==> config.mk <==
export PLATFORM = sky130hd
export DESIGN_NAME = eth_tx
export DESIGN_NICKNAME = d
export VERILOG_FILES = /design/src/common/eth_frame_pkg.sv /design/src/common/eth_phy_pkg.sv /design/src/eth_tx/eth_header_gen.sv /design/src/eth_tx/eth_tx_framer.sv /design/src/verilog/eth_bit_order.sv /design/src/verilog/eth_crc32.sv /design/src/verilog/eth_tx.sv
export SDC_FILE = /design/constraint.sdc
export NUM_CORES = 1
export LEC_CHECK = 0
export BUFFER_PORTS_ARGS = -buffer_cell sky130_fd_sc_hd__buf_2
export CORE_AREA = 3 3 139 275
export CTS_CLUSTER_DIAMETER = 40
export DETAILED_ROUTE_END_ITERATION = 8
export DIE_AREA = 0 0 142 278
export GPL_TIMING_DRIVEN = 0
export PLACE_DENSITY = 0.5
export SLEW_MARGIN = 25
export SYNTH_ARGS = -nofsm -noshare
export SYNTH_HDL_FRONTEND = slang
export SYNTH_SLANG_ARGS = --single-unit
==> constraint.sdc <==
create_clock -name clk -period 6.1 [get_ports clk]
set_input_delay 0.915 -clock clk [delete_from_list [all_inputs] [get_ports clk]]
set_output_delay 0.915 -clock clk [all_outputs]
set_load 0.02 [all_outputs]
==> src/common/eth_frame_pkg.sv <==
package eth_frame_pkg;

  // Preamble and start-of-frame delimiter
  localparam logic [7:0] preamble_byte = 8'h55;
  localparam logic [7:0] sfd_byte      = 8'hD5;
  localparam int         preamble_len  = 7;     // Preamble bytes ahead of the SFD

  // Header field widths
  localparam int mac_w   = 48;
  localparam int etype_w = 16;

  // First preamble byte through the EtherType low byte
  localparam int header_len = 22;

  // Frame check sequence, IEEE 802.3 CRC-32 in reflected form
  localparam logic [31:0] crc_poly_refl = 32'hEDB8_8320;
  localparam logic [31:0] crc_init      = 32'hFFFF_FFFF;
  localparam int          crc_len       = 4;    // FCS bytes, low byte first

  // Idle time after each frame
  localparam int ifg_bytes = 12;

endpackage

==> src/common/eth_phy_pkg.sv <==
package eth_phy_pkg;

  // Data lines per clock on the PHY side, two for RMII
  localparam int sym_w = 2;

  // Symbols that make up one byte on the wire
  localparam int sym_per_byte = 8 / sym_w;

endpackage

==> src/eth_tx/eth_header_gen.sv <==
`timescale 1ns/10ps

module eth_header_gen (
  input  logic                              clk,
  input  logic                              arst_n,
  input  logic                              hdr_start,   // Latch config and rewind
  input  logic                              hdr_next,    // Step to the following byte
  input  logic [eth_frame_pkg::mac_w-1:0]   my_mac,
  input  logic [eth_frame_pkg::mac_w-1:0]   dest_mac,
  input  logic [eth_frame_pkg::etype_w-1:0] etype,
  output logic [7:0]                        hdr_byte,
  output logic                              hdr_last,
  output logic                              hdr_in_crc
);

  // Address and type fields in wire order, first byte in the top bits
  logic [2*eth_frame_pkg::mac_w+eth_frame_pkg::etype_w-1:0] shadow;
  logic [4:0] idx;       // 0 is the first preamble byte
  logic [4:0] fld_idx;   // Byte offset into the shadow fields

  always_ff @(posedge clk) begin
    if (hdr_start) begin
      shadow <= {dest_mac, my_mac, etype};
    end
  end

  // Index holds on the last byte until the next frame rewinds it
  always_ff @(posedge clk or negedge arst_n) begin
    if (!arst_n) begin
      idx <= '0;
    end else if (hdr_start) begin
      idx <= '0;
    end else if (hdr_next && !hdr_last) begin
      idx <= idx + 5'd1;
    end
  end

  assign fld_idx = idx - 5'(eth_frame_pkg::preamble_len + 1);

  always_comb begin
    if (idx < 5'(eth_frame_pkg::preamble_len)) begin
      hdr_byte = eth_frame_pkg::preamble_byte;
    end else if (idx == 5'(eth_frame_pkg::preamble_len)) begin
      hdr_byte = eth_frame_pkg::sfd_byte;
    end else begin
      hdr_byte = shadow[$bits(shadow)-1 - 8*fld_idx -: 8];   // MSB first per field
    end
  end

  assign hdr_last   = (idx == 5'(eth_frame_pkg::header_len - 1));   // EtherType low byte
  assign hdr_in_crc = (idx > 5'(eth_frame_pkg::preamble_len));      // Destination MAC onward

  // Once the EtherType low byte has gone, the framer must start a new frame first
  a_no_next_after_last : assert property (
    @(posedge clk) disable iff (!arst_n)
    (hdr_next && hdr_last) |=> (!hdr_next until hdr_start)
  ) else $error("eth_header_gen: hdr_next after the last header byte");

endmodule

==> src/eth_tx/eth_tx_framer.sv <==
`timescale 1ns/10ps

module eth_tx_framer (
  input  logic                          clk,
  input  logic                          arst_n,
  input  logic [7:0]                    pl_data,
  input  logic                          pl_valid,
  input  logic                          pl_last,
  output logic                          pl_ready,
  output logic                          hdr_start,
  output logic                          hdr_next,
  input  logic [7:0]                    hdr_byte,
  input  logic                          hdr_last,
  input  logic                          hdr_in_crc,
  output logic                          crc_clear,
  output logic                          crc_en,
  output logic [7:0]                    crc_byte,
  input  logic [31:0]                   crc_value,
  output logic                          raw_valid,
  output logic [eth_phy_pkg::sym_w-1:0] raw_sym
);

  typedef enum logic [2:0] {
    st_idle,
    st_header,
    st_payload,
    st_fcs,
    st_gap
  } state_t;

  state_t                                       state;
  logic [$clog2(eth_phy_pkg::sym_per_byte)-1:0] sym_cnt;
  logic [7:0]                                   sreg;      // Byte on its way out, MSB first
  logic [23:0]                                  fcs_sr;    // FCS bytes still queued
  logic [2:0]                                   fcs_cnt;   // FCS bytes loaded so far
  logic [5:0]                                   gap_cnt;
  logic                                         load;
  logic                                         fcs_first;
  logic                                         frame_done;
  logic [31:0]                                  fcs_word;
  logic [7:0]                                   next_byte;

  // Byte slot opens on the first header cycle and after each last symbol
  assign load = raw_valid ? (int'(sym_cnt) == eth_phy_pkg::sym_per_byte - 1)
                          : (state == st_header);

  // Underrun skips the rest of the payload and sends FCS byte 0 at once
  assign fcs_first  = (state == st_payload && !pl_valid) || (state == st_fcs && fcs_cnt == '0);
  assign frame_done = load && state == st_fcs && fcs_cnt == 3'(eth_frame_pkg::crc_len);
  assign fcs_word   = crc_value ^ {32{state == st_payload}};   // Inverted on underrun

  assign hdr_start = (state == st_idle) && pl_valid && (gap_cnt == '0);
  assign hdr_next  = load && (state == st_header);
  assign pl_ready  = load && (state == st_payload);
  assign crc_clear = hdr_start;
  assign crc_en    = load && ((state == st_header && hdr_in_crc) ||
                              (state == st_payload && pl_valid));
  assign crc_byte  = (state == st_header) ? hdr_byte : pl_data;

  always_comb begin
    if (fcs_first) begin
      next_byte = fcs_word[7:0];
    end else if (state == st_fcs) begin
      next_byte = fcs_sr[7:0];
    end else if (state == st_payload) begin
      next_byte = pl_data;
    end else begin
      next_byte = hdr_byte;
    end
  end

  always_ff @(posedge clk or negedge arst_n) begin
    if (!arst_n) begin
      state   <= st_idle;
      fcs_cnt <= '0;
      gap_cnt <= '0;
    end else begin
      case (state)
        st_idle: begin
          if (hdr_start) begin
            state <= st_header;
          end
        end
        st_header: begin
          if (load && hdr_last) begin
            state <= st_payload;
          end
        end
        st_payload: begin
          if (load && (!pl_valid || pl_last)) begin
            state   <= st_fcs;
            fcs_cnt <= pl_valid ? 3'd0 : 3'd1;
          end
        end
        st_fcs: begin
          if (frame_done) begin
            state <= st_gap;
            // Three more idle cycles follow through idle and the first header cycle
            gap_cnt <= 6'(eth_frame_pkg::ifg_bytes * eth_phy_pkg::sym_per_byte - 3);
          end else if (load) begin
            fcs_cnt <= fcs_cnt + 3'd1;
          end
        end
        st_gap: begin
          if (gap_cnt == '0) begin
            state <= st_idle;
          end else begin
            gap_cnt <= gap_cnt - 6'd1;
          end
        end
        default: state <= st_idle;
      endcase
    end
  end

  always_ff @(posedge clk or negedge arst_n) begin
    if (!arst_n) begin
      raw_valid <= 1'b0;
      sym_cnt   <= '0;
    end else if (load) begin
      raw_valid <= !frame_done;
      sym_cnt   <= '0;
    end else if (raw_valid) begin
      sym_cnt <= sym_cnt + 1'b1;
    end
  end

  always_ff @(posedge clk) begin
    if (load) begin
      sreg <= next_byte;
    end else begin
      sreg <= sreg << eth_phy_pkg::sym_w;
    end
    if (load && fcs_first) begin
      fcs_sr <= fcs_word[31:8];
    end else if (load && state == st_fcs) begin
      fcs_sr <= fcs_sr >> 8;
    end
  end

  assign raw_sym = sreg[7 -: eth_phy_pkg::sym_w];

  a_quiet_in_gap : assert property (
    @(posedge clk) disable iff (!arst_n)
    (state == st_gap) |-> !raw_valid
  ) else $error("eth_tx_framer: symbols sent during the inter-frame gap");

endmodule

==> src/verilog/eth_bit_order.sv <==
`timescale 1ns/10ps

module eth_bit_order (
  input  logic                          clk,
  input  logic                          arst_n,
  input  logic                          raw_valid,
  input  logic [eth_phy_pkg::sym_w-1:0] raw_sym,   // MSB-first symbols
  output logic                          tx_en,
  output logic [eth_phy_pkg::sym_w-1:0] txd
);

  localparam int cnt_w = $clog2(eth_phy_pkg::sym_per_byte);

  logic [7:0]       byte_buf [2];   // Ping-pong, one fills while the other drains
  logic             wr_sel;
  logic             rd_sel;
  logic [cnt_w-1:0] wr_cnt;         // Symbol slot being written
  logic [cnt_w-1:0] rd_sym;         // Next stored symbol to play
  logic             play;

  function automatic logic [eth_phy_pkg::sym_w-1:0] flip(
    input logic [eth_phy_pkg::sym_w-1:0] s
  );
    logic [eth_phy_pkg::sym_w-1:0] r;
    for (int i = 0; i < eth_phy_pkg::sym_w; i++) begin
      r[i] = s[eth_phy_pkg::sym_w-1-i];
    end
    return r;
  endfunction

  always_ff @(posedge clk) begin
    if (raw_valid) begin
      byte_buf[wr_sel][7 - eth_phy_pkg::sym_w*wr_cnt -: eth_phy_pkg::sym_w] <= raw_sym;
    end
  end

  always_ff @(posedge clk or negedge arst_n) begin
    if (!arst_n) begin
      wr_sel <= 1'b0;
      wr_cnt <= '0;
      rd_sel <= 1'b0;
      rd_sym <= '0;
      play   <= 1'b0;
      tx_en  <= 1'b0;
      txd    <= '0;
    end else begin
      if (raw_valid) begin
        wr_cnt <= wr_cnt + 1'b1;
      end
      if (raw_valid && int'(wr_cnt) == eth_phy_pkg::sym_per_byte - 1) begin
        // Byte complete, its last symbol goes out straight from the input
        wr_sel <= ~wr_sel;
        rd_sel <= wr_sel;
        rd_sym <= cnt_w'(eth_phy_pkg::sym_per_byte - 2);
        play   <= 1'b1;
        tx_en  <= 1'b1;
        txd    <= flip(raw_sym);
      end else if (play) begin
        play   <= (rd_sym != '0);
        rd_sym <= rd_sym - 1'b1;
        tx_en  <= 1'b1;
        txd    <= flip(byte_buf[rd_sel][7 - eth_phy_pkg::sym_w*rd_sym -: eth_phy_pkg::sym_w]);
      end else begin
        tx_en <= 1'b0;
        txd   <= '0;
      end
    end
  end

  // Upstream sends whole bytes only
  a_byte_aligned_end : assert property (
    @(posedge clk) disable iff (!arst_n)
    $fell(raw_valid) |-> (wr_cnt == '0)
  ) else $error("eth_bit_order: raw_valid dropped inside a byte");

endmodule

==> src/verilog/eth_crc32.sv <==
`timescale 1ns/10ps

module eth_crc32 (
  input  logic        clk,
  input  logic        arst_n,
  input  logic        crc_clear,
  input  logic        crc_en,
  input  logic [7:0]  crc_byte,
  output logic [31:0] crc_value
);

  logic [31:0] rem;        // Running remainder
  logic [31:0] rem_next;

  // Fold one byte in, LSB first, as eight reflected shift steps
  always_comb begin
    rem_next = rem ^ {24'd0, crc_byte};
    for (int i = 0; i < 8; i++) begin
      if (rem_next[0]) begin
        rem_next = (rem_next >> 1) ^ eth_frame_pkg::crc_poly_refl;
      end else begin
        rem_next = rem_next >> 1;
      end
    end
  end

  always_ff @(posedge clk or negedge arst_n) begin
    if (!arst_n) begin
      rem <= eth_frame_pkg::crc_init;
    end else if (crc_clear) begin
      rem <= eth_frame_pkg::crc_init;
    end else if (crc_en) begin
      rem <= rem_next;
    end
  end

  assign crc_value = ~rem;   // FCS as sent

  // Framer only clears at frame start, never while bytes are folded in
  a_clear_or_en : assert property (
    @(posedge clk) disable iff (!arst_n)
    !(crc_clear && crc_en)
  ) else $error("eth_crc32: clear and enable in the same cycle");

endmodule

==> src/verilog/eth_tx.sv <==
`timescale 1ns/10ps

module eth_tx (
  input  logic                              clk,
  input  logic                              arst_n,
  input  logic [eth_frame_pkg::mac_w-1:0]   my_mac,
  input  logic [eth_frame_pkg::mac_w-1:0]   dest_mac,
  input  logic [eth_frame_pkg::etype_w-1:0] etype,
  input  logic [7:0]                        pl_data,
  input  logic                              pl_valid,
  input  logic                              pl_last,
  output logic                              pl_ready,
  output logic [eth_phy_pkg::sym_w-1:0]     txd,
  output logic                              tx_en
);

  // Framer and header generator
  logic        hdr_start;
  logic        hdr_next;
  logic [7:0]  hdr_byte;
  logic        hdr_last;
  logic        hdr_in_crc;

  // Framer and CRC
  logic        crc_clear;
  logic        crc_en;
  logic [7:0]  crc_byte;
  logic [31:0] crc_value;

  logic                          raw_valid;
  logic [eth_phy_pkg::sym_w-1:0] raw_sym;

  eth_tx_framer framer0 (
    .clk        (clk),
    .arst_n     (arst_n),
    .pl_data    (pl_data),
    .pl_valid   (pl_valid),
    .pl_last    (pl_last),
    .pl_ready   (pl_ready),
    .hdr_start  (hdr_start),
    .hdr_next   (hdr_next),
    .hdr_byte   (hdr_byte),
    .hdr_last   (hdr_last),
    .hdr_in_crc (hdr_in_crc),
    .crc_clear  (crc_clear),
    .crc_en     (crc_en),
    .crc_byte   (crc_byte),
    .crc_value  (crc_value),
    .raw_valid  (raw_valid),
    .raw_sym    (raw_sym)
  );

  eth_header_gen hdr0 (
    .clk        (clk),
    .arst_n     (arst_n),
    .hdr_start  (hdr_start),
    .hdr_next   (hdr_next),
    .my_mac     (my_mac),
    .dest_mac   (dest_mac),
    .etype      (etype),
    .hdr_byte   (hdr_byte),
    .hdr_last   (hdr_last),
    .hdr_in_crc (hdr_in_crc)
  );

  eth_crc32 crc0 (
    .clk       (clk),
    .arst_n    (arst_n),
    .crc_clear (crc_clear),
    .crc_en    (crc_en),
    .crc_byte  (crc_byte),
    .crc_value (crc_value)
  );

  eth_bit_order order0 (
    .clk       (clk),
    .arst_n    (arst_n),
    .raw_valid (raw_valid),
    .raw_sym   (raw_sym),
    .tx_en     (tx_en),
    .txd       (txd)
  );

endmodule
==> impl_metrics.tcl, run 1 <==
set metrics [dict create \
    status "complete, no violations" \
    die_h_um 278 \
    drtPass1Iterations 5 \
    cap_viol_max_count 0 \
    boundaryPins 128 \
    ys.flop_type "edfxtp_1" \
    hold_path.class "flop to flop" \
    ys_types 77 \
    gr-usage-all-layers_pct 14.85 \
    synth_cells 847 \
    hpwlAfterDp_um 22640 \
    cp.required_ns 6.57 \
    p_leak_nw 4.978 \
    drtAntennaViolNets 0 \
    power.density_mw_per_mm2 257.0 \
    drive_gt1_share_pct 26.53 \
    grt_pass1_vias 7714 \
    end_kind "flop" \
    drt_iter0_drc 340 \
    p_int_w 0.002586 \
    ctsResizeCount 0 \
    maxSlewHeadroom_pct 33.28 \
    synth_top_area_cell "edfxtp_1" \
    syn-num-nets 988 \
    synth_warnings 0 \
    setup_violations 0 \
    fmax_ghz 0.2327 \
    via_per_inst 4.793 \
    synth_fa_ha_area_share_pct 1.974 \
    final_cell_mix "edfxtp_1 (152), buf_2 (131), nand2_1 (79), xor2_1 (57), o21ai_0 (54)" \
    clk_pin_slew_worst_paths_ns 0.06 \
    clkPwrFrac_pct 47.2 \
    drc 0 \
    place.gp.congestion 0.8247 \
    dieArea_mm2 0.03948 \
    final_common_cell "edfxtp_1" \
    port_buffers 127 \
    ys_ff_latch 222 \
    postPlaceCellArea_mm2 0.01210 \
    setup_ws_ns 1.803 \
    post-place-ws_ns 1.810 \
    numClockSinks 222 \
    syn_area_per_cell_um2 12.72 \
    synth-compound-area-share_pct 9.778 \
    design_area_mm2 0.01298 \
    numCtsBuffers 27 \
    synthTopCellsByArea "edfxtp_1 (42%), dfstp_2 (7.8%), dfrtp_1 (7.0%)" \
    die_x_um 142 \
    ys_seq_area_share_pct 58.62 \
    clockBufferDepth 3 \
    vias 7113 \
    crit_type "flop to flop" \
    final.min_clock_period_ns 4.297 \
    grt_setup_unrepaired "no" \
    finalCritPeriodShare_pct 70.45 \
    async_reset_ff_share_pct 27.93 \
    cts_setup_buffers 0 \
    start_util_pct 29.48 \
    netlist.area_leader.share_pct 42.36 \
    ir_drop_uv 261.5 \
    combPwrFrac_pct 4.6 \
    antenna_found_initial 1 \
    final_util_pct 35.53 \
    p_switching_w 0.0007508 \
    grt_max_degree 46 \
    clk_latency_ns 0.55 \
    synth_edf_count 152 \
    cts_tree "yes" \
    grt_pass1_wl_um 44760 \
    wirelength_um 28900 \
    root_buffer "clkbuf_16" \
    cp_data_arrival_time_ns 4.77 \
    htree_levels 1 \
    finalHoldViolations 0 \
    core-area_mm2 0.03654 \
    overflow 0 \
    wire_per_inst_um 19.47 \
    seqPwrFrac_pct 48.2 \
    p_total_w 0.003337 \
    cp-start-kind "flop" \
    nets 1149 \
    synth_area_mm2 0.01077 \
    ctsHoldBuffers 0 \
    synth_top_family_by_area "simple AND/OR/NAND/NOR gates" \
    worstMarginPinSlew_ns 0.9990 \
    final_max_slew_viol_count 0 \
    worstPathMaxFanout 10 \
    switching_share_pct 22.50 \
    holdWs_ns 0.4298 \
    area_growth_pct 20.51 \
    synthXorXnorAreaFrac_pct 9.674 \
    synth.mux.area_fraction_pct 6.921 \
    row_count 99 \
    synth-simple-area-share_pct 10.25 \
    fin_worst_skew_ns 0.01871 \
]
cells in the mapped netlist, drive strengths merged (5+ instances only):
library cell / number
nor2b: 9
buf: 15
nand3: 17
ha: 17
and3: 13
dfstp: 32
o21a: 5
or3: 7
mux4: 19
o211ai: 8
a211oi: 8
o311a: 5
nor3: 30
a21oi: 32
mux2i: 19
clkbuf: 31
edfxtp: 152
mux2: 11
xor2: 59
inv: 19
nor2: 54
dfrtp: 30
o21ai: 57
xnor2: 45
nand2: 79
dfxtp: 8
layout make-up:
cell class / instances / area [um^2]
Antenna cell: 1 / 2.502
Buffer: 46 / 225.2
Clock buffer: 35 / 725.7
Clock inverter: 15 / 151.4
Fill cell: 3573 / 23560
Inverter: 20 / 75.07
Multi-Input combinational cell: 559 / 4167
Sequential cell: 222 / 6316
Tap cell: 454 / 568.0
Timing Repair Buffer: 132 / 753.2
layer usage:
metal | routed length (um) | vias to the layer above | part of all wire (%) | track usage [%]
li1 | - | 3443 | - | -
met1 | 9596 | 3439 | 33 | 14.47
met2 | 17020 | 175 | 59 | 29.69
met3 | 891 | 56 | 3.1 | 1.771
met4 | 1389 | 0 | 4.8 | 7.192
met5 | 0 | - | 0 | 0
power groups by stage:
stage / logic, W / registers [W] / clock network [W]
after detailed placement: 0.000157 / 0.00164 / 0
after CTS: 0.000158 / 0.00161 / 0.00162
final: 0.000154 / 0.00161 / 0.00157
after floorplan: 0.0000809 / 0.00164 / 0
after global placement: 0.000154 / 0.00164 / 0
after global routing: 0.000168 / 0.00161 / 0.00168
cells by family after synthesis:
| logic type | Yosys count |
|---|---|
| buf+inv | 66 |
| flops | 222 |
| fa+ha+maj | 17 |
| mux | 49 |
| simple gates | 234 |
| xor+xnor | 105 |
| compound gates | 154 |
critical path: stages (launching register included):
cell and delay (ns):
dfrtp_1 0.47, ha_1 0.42, buf_4 0.24, nor2b_1 0.22, a22oi_1 0.23, a31oi_1 0.22, o41ai_1 0.62, xor2_1 0.62
xnor2_2 0.28, xor2_1 0.35, xnor3_1 0.37, a21oi_1 0.16
per-stage QoR:
stage / TNS (ns) / std cells
finish: 0 / 1484
global placement: -144.90 / 1428
floorplan: 0 / 847
detailed placement: 0 / 1433
global route: 0 / 1484
CTS: 0 / 1483
final timing paths:
kind | cells past startpoint | to | slack, ns | start
max in group asynchronous | 2 | crc0.rem[2] | 5.22 | arst_n
min | 2 | framer0.sreg[7] | 0.43 | framer0.sreg[5]
max | 11 | crc0.rem[19] | 1.80 | hdr0.idx[2]
max reg2reg | 11 | crc0.rem[19] | 1.80 | hdr0.idx[2]
min in group asynchronous | 1 | crc0.rem[24] | 0.53 | arst_n
min reg2reg | 2 | framer0.sreg[7] | 0.43 | framer0.sreg[5]
sequential cells by signal, summed over array words and instances (netlist names), 3 cells and up:
| signal | count |
|---|---|
| hdr0.shadow | 112 |
| crc0.rem | 32 |
| framer0.fcs_sr | 24 |
| order0.byte_buf | 16 |
| framer0.sreg | 8 |
| framer0.gap_cnt | 6 |
| hdr0.idx | 5 |
| framer0.fcs_cnt | 3 |
| framer0.state | 3 |
No activity file was read; power rests on OpenSTA's default activity.
==> inputs of run 2 (changes only) <==
--- a/config.mk
+++ b/config.mk
@@ -11,7 +11,7 @@
 export DETAILED_ROUTE_END_ITERATION = 8
 export DIE_AREA = 0 0 142 278
 export GPL_TIMING_DRIVEN = 0
-export PLACE_DENSITY = 0.5
+export PLACE_DENSITY = 0.52
 export SLEW_MARGIN = 25
 export SYNTH_ARGS = -nofsm -noshare
 export SYNTH_HDL_FRONTEND = slang
==> constraint.sdc (replaced) <==
create_clock -name clk -period 3.94 [get_ports clk]
set_input_delay 0.591 -clock clk [delete_from_list [all_inputs] [get_ports clk]]
set_output_delay 0.591 -clock clk [all_outputs]
set_load 0.02 [all_outputs]
==> run 2 against run 1 <==
Sequential share of layout area decreased by 0.54 points. Via count is 0.93% lower. Highest routed layer unchanged. Die area unchanged.
==> impl_metrics.tcl, run 2 (synthesis gave the netlist of run 1 again) <==
set metrics [dict create \
    status "complete, no violations" \
    vias 7047 \
    switching_share_pct 23.15 \
    final_cell_mix "edfxtp_1 (152), buf_2 (128), nand2_1 (79), xor2_1 (55), o21ai_0 (54)" \
    hpwlAfterDp_um 21770 \
    crit_type "flop to flop" \
    grt_pass1_vias 7477 \
    numCtsBuffers 27 \
    power.density_mw_per_mm2 395.2 \
    cp.required_ns 4.40 \
    antenna_found_initial 0 \
    seqPwrFrac_pct 48.0 \
    n_antenna_cell 0 \
    crit_top_cell "xnor2_4" \
    final_common_cell "edfxtp_1" \
    clockBufferDepth 3 \
    numClockSinks 222 \
    post-place-ws_ns -0.4009 \
    largest_reg_flops 112 \
    gr-usage-all-layers_pct 14.35 \
    cap_viol_max_count 0 \
    nets 1152 \
    row_count 99 \
    drtPass1Iterations 5 \
    ir_drop_uv 343.3 \
    dieArea_mm2 0.03948 \
    drt_iter0_drc 325 \
    drtAntennaViolNets 0 \
    core-area_mm2 0.03654 \
    clkPwrFrac_pct 47.0 \
    final.min_clock_period_ns 3.782 \
    clk_pin_slew_worst_paths_ns 0.07 \
    root_buffer "clkbuf_16" \
    cp_data_arrival_time_ns 4.24 \
    start_util_pct 29.48 \
    boundaryPins 128 \
    grt_pass1_wl_um 43600 \
    maxSlewHeadroom_pct 42.03 \
    combPwrFrac_pct 5.0 \
    end_kind "flop" \
    wire_per_inst_um 19.06 \
    design_area_mm2 0.01313 \
    die_x_um 142 \
    fin_worst_skew_ns 0.02321 \
    grt_max_degree 82 \
    overflow 0 \
    via_per_inst 4.749 \
    hold_path.class "input pin to asynchronous set/reset pin" \
    setup_ws_ns 0.1581 \
    largestRegisters "hdr0.shadow: 112 flops, crc0.rem: 32 flops, framer0.fcs_sr: 24 flops" \
    cpMaxStageDelayCell "a222oi_1" \
    place.gp.congestion 0.8672 \
    largest_register "hdr0.shadow" \
    p_int_w 0.003987 \
    setup_tns_ns 0 \
    critPathMaxStageDelay_ns 0.59 \
    p_switching_w 0.001201 \
    fmax_ghz 0.2644 \
    die_h_um 278 \
    p_leak_nw 5.034 \
    finalCritPeriodShare_pct 95.99 \
    final_util_pct 35.93 \
    worstMarginPinSlew_ns 0.8630 \
    area_growth_pct 21.86 \
    fill_cells 3541 \
    grt_setup_unrepaired "no" \
    drc 0 \
    cp-start-kind "flop" \
    clk_latency_ns 0.54 \
    htree_levels 1 \
    cts_tree "yes" \
    crit_chain "ha_4, buf_4, nor2_1, a222oi_1, o311ai_2, a32oi_2, xnor2_4, xnor2_4, xor2_4, xnor3_1, a21oi_1" \
    port_buffers 127 \
    drive_gt1_share_pct 27.67 \
    wirelength_um 28280 \
    final_max_slew_viol_count 0 \
    postPlaceCellArea_mm2 0.01205 \
    finalHoldViolations 0 \
    setup_violations 0 \
    worstPathMaxFanout 10 \
    holdWs_ns 0.1748 \
]
-- run 2: changes by cell type in the layout (fill, tap and decap cells not counted), sizes merged --
cell and delta:
clkinv +8, clkbuf -7, buf +3, clkinvlp -2, diode -1, inv -1
-- run 2: final cells by class --
class	count	area [um^2]	area share [%]
buffer	45	236.5	1.801
clock inverter	20	207.7	1.582
inverter	20	75.07	0.5718
multi-input combinational	559	4288	32.66
tap	454	568.0	4.327
clock buffer	28	679.4	5.175
timing repair buffer	136	758.2	5.775
sequential	222	6316	48.11
-- run 2: metal layers --
| metal | global-route usage (%) | vias to the layer above | part of all wire, % |
|---|---|---|---|
| met5 | 0 | - | 0 |
| met4 | 6.034 | 0 | 4.3 |
| met3 | 1.823 | 56 | 3.7 |
| met2 | 28.54 | 187 | 58 |
| met1 | 14.48 | 3374 | 34 |
| li1 | - | 3430 | - |
-- run 2: final timing paths --
check / startpoint / to / slack (ns) / cells past startpoint
setup / recovery: hdr0.idx[2] / crc0.rem[19] / 0.16 / 11
hold / removal: arst_n / crc0.rem[21] / 0.17 / 1
setup reg to reg: hdr0.idx[2] / crc0.rem[19] / 0.16 / 11
hold reg to reg: framer0.sreg[3] / framer0.sreg[5] / 0.42 / 2
max in group asynchronous: arst_n / crc0.rem[7] / 3.42 / 2
min in group clk: my_mac[33] / hdr0.shadow[49] / 0.22 / 1
-- run 2: worst max-delay path, delay by kind of cell, from the launching register on --
kind | cells | cell delay [ns]
fa+ha+maj | 1 | 0.37
simple gates | 1 | 0.14
buf+inv | 1 | 0.22
flops | 1 | 0.49
xor+xnor | 4 | 1.11
compound gates | 4 | 1.35
-- run 2: repair_timing --
action                     CTS  global route
hold buffers                 0             0
pin swaps                    2             6
setup endpoints to repair   20             8
setup buffers                2             5
resized for setup           12             7
-- run 2: stage by stage --
step / instances / total power, W
after global placement: 1428 / 0.002773
after detailed placement: 1430 / 0.002778
after CTS: 1479 / 0.005253
after global routing: 1484 / 0.005369
final: 1484 / 0.005188
after floorplan: 847 / 0.002663
-- run 2: power by group through the flow --
stage,Sequential (W),Combinational [W],Clock (W)
finish,0.00249,0.000258,0.00244
global route,0.00249,0.000279,0.00260
CTS,0.00249,0.000251,0.00251
detailed placement,0.00254,0.000241,0
global placement,0.00254,0.000237,0
floorplan,0.00254,0.000125,0
==> inputs of run 3 (changes only) <==
--- a/config.mk
+++ b/config.mk
@@ -12,6 +12,7 @@
 export DIE_AREA = 0 0 142 278
 export GPL_TIMING_DRIVEN = 0
 export PLACE_DENSITY = 0.52
+export REMOVE_ABC_BUFFERS = 1
 export SLEW_MARGIN = 25
 export SYNTH_ARGS = -nofsm -noshare
 export SYNTH_HDL_FRONTEND = slang
==> run 3 against run 2 <==
Die area unchanged. Global-route usage decreased by 0.38 points. Clock power increased by 2%. Clock-buffer cell count increased by 2. Largest cell class unchanged.
==> impl_metrics.tcl, run 3 (synthesis gave the netlist of run 1 again) <==
set metrics [dict create \
    status "complete, no violations" \
    port_buffers 127 \
    start_util_pct 29.48 \
    maxSlewHeadroom_pct 35.43 \
    hold_path.class "input pin to flop" \
    final_cell_mix "edfxtp_1 (152), buf_2 (126), nand2_1 (78), xor2_1 (55), o21ai_0 (54)" \
    cp.required_ns 4.41 \
    setup_violations 0 \
    clk_pin_slew_worst_paths_ns 0.07 \
    numCtsBuffers 27 \
    finalHoldViolations 0 \
    cp-start-kind "flop" \
    area_growth_pct 22.49 \
    end_kind "flop" \
    ir_drop_uv 334.5 \
    drt_iter0_drc 365 \
    fmax_ghz 0.2660 \
    design_area_mm2 0.01320 \
    gr-usage-all-layers_pct 13.98 \
    grt_max_degree 104 \
    cap_viol_max_count 0 \
    worstMarginPinSlew_ns 0.9686 \
    root_buffer "clkbuf_16" \
    crit_type "flop to flop" \
    die_x_um 142 \
    largest_register "hdr0.shadow" \
    clk_latency_ns 0.55 \
    vias 7002 \
    cts_tree "yes" \
    drive_gt1_share_pct 29.78 \
    grt_pass1_wl_um 42830 \
    cp_data_arrival_time_ns 4.23 \
    largest_reg_flops 112 \
    final.min_clock_period_ns 3.760 \
    grt_pass1_vias 7394 \
    via_per_inst 4.796 \
    place.gp.congestion 0.8239 \
    finalCritPeriodShare_pct 95.43 \
    power.density_mw_per_mm2 396.8 \
    largestRegisters "hdr0.shadow: 112 flops, crc0.rem: 32 flops, framer0.fcs_sr: 24 flops" \
    drtAntennaViolNets 0 \
    die_h_um 278 \
    clockBufferDepth 3 \
    hpwlAfterDp_um 19720 \
    worstPathMaxFanout 7 \
    overflow 0 \
    fin_worst_skew_ns 0.01195 \
    setup_tns_ns 0 \
    p_leak_nw 5.055 \
    postPlaceCellArea_mm2 0.01197 \
    core-area_mm2 0.03654 \
    holdWs_ns 0.2168 \
    dieArea_mm2 0.03948 \
    wire_per_inst_um 18.84 \
    antenna_found_initial 2 \
    htree_levels 1 \
    drc 0 \
    final_max_slew_viol_count 0 \
    numClockSinks 222 \
    row_count 99 \
    instances_no_fill 1460 \
    final_common_cell "edfxtp_1" \
    p_total_w 0.005237 \
    wirelength_um 27500 \
    nets 1124 \
    drtPass1Iterations 5 \
    boundaryPins 128 \
    post-place-cells 1389 \
    fill_cells 3471 \
]
-- run 3: changes by cell type in the layout (fill, tap and decap cells not counted), sizes merged --
cell	before	now
clkbuf	59	30
buf	150	152
clkinv	12	10
diode	0	2
clkinvlp	1	2
dlygate4sd3	0	1
inv	26	27
-- run 3: path summary, 6_finish.rpt --
path | startpoint | endpoint | slack (ns) | cells after the start
max | hdr0.idx[3] | crc0.rem[19] | 0.18 | 10
min | dest_mac[41] | hdr0.shadow[105] | 0.22 | 1
max reg2reg | hdr0.idx[3] | crc0.rem[19] | 0.18 | 10
min reg2reg | framer0.sreg[2] | framer0.sreg[4] | 0.42 | 2
max in group asynchronous | arst_n | crc0.rem[31] | 2.83 | 3
min in group asynchronous | arst_n | framer0.gap_cnt[2] | 0.49 | 2
-- run 3: power breakdown --
part / switching [W] / total [W] / internal [W]
clock: 0.00109 / 0.00250 / 0.00141
sequential: 0 / 0.00249 / 0.00249
combinational: 0.000123 / 0.000248 / 0.000125
-- run 3: area by class of cell --
| type | instances | area, um^2 | area share [%] |
|---|---|---|---|
| flip-flops and latches | 222 | 6325 | 47.92 |
| inverters | 20 | 82.58 | 0.6257 |
| multi-input cells | 559 | 4315 | 32.70 |
| diodes | 2 | 5.005 | 0.03792 |
| repair buffers | 153 | 984.7 | 7.461 |
| clock inverters | 20 | 210.2 | 1.593 |
| clock buffers | 30 | 706.9 | 5.356 |
| well taps | 454 | 568.0 | 4.304 |
-- run 3: timing repair --
action,4_1_cts,5_1_grt
hold buffers,1,0
buffers inserted,14,4
resized for setup,14,4
endpoints found under the hold margin,14,0
pin swaps,6,1
endpoints found under the setup margin,32,6
-- run 3: worst max-delay path: stages, from the launching register on --
cell and delay, ns:
dfrtp_1 0.57, inv_1 0.20, ha_1 0.34, xor2_1 0.24, a211o_1 0.33, or4b_2 0.68, nand3_4 0.24, xnor2_4 0.20
xor2_4 0.25, xnor3_1 0.45, a21oi_1 0.17
-- run 3: through the flow --
stage / setup WS (ns) / util [%]
final: 0.1802 / 36.12
after CTS: 0.04846 / 35.94
after floorplan: -0.4161 / -
after detailed placement: -1.214 / 32.76
after global placement: -2.388 / 32.17
after global routing: -0.002562 / 36.11
-- run 3: metal layers --
layer / global-route usage, % / wire length (um) / vias up
met5: 0 / 0 / -
met4: 5.148 / 839 / 0
met3: 1.805 / 1047 / 38
met2: 27.11 / 15810 / 183
met1: 15.03 / 9806 / 3400
li1: - / - / 3381
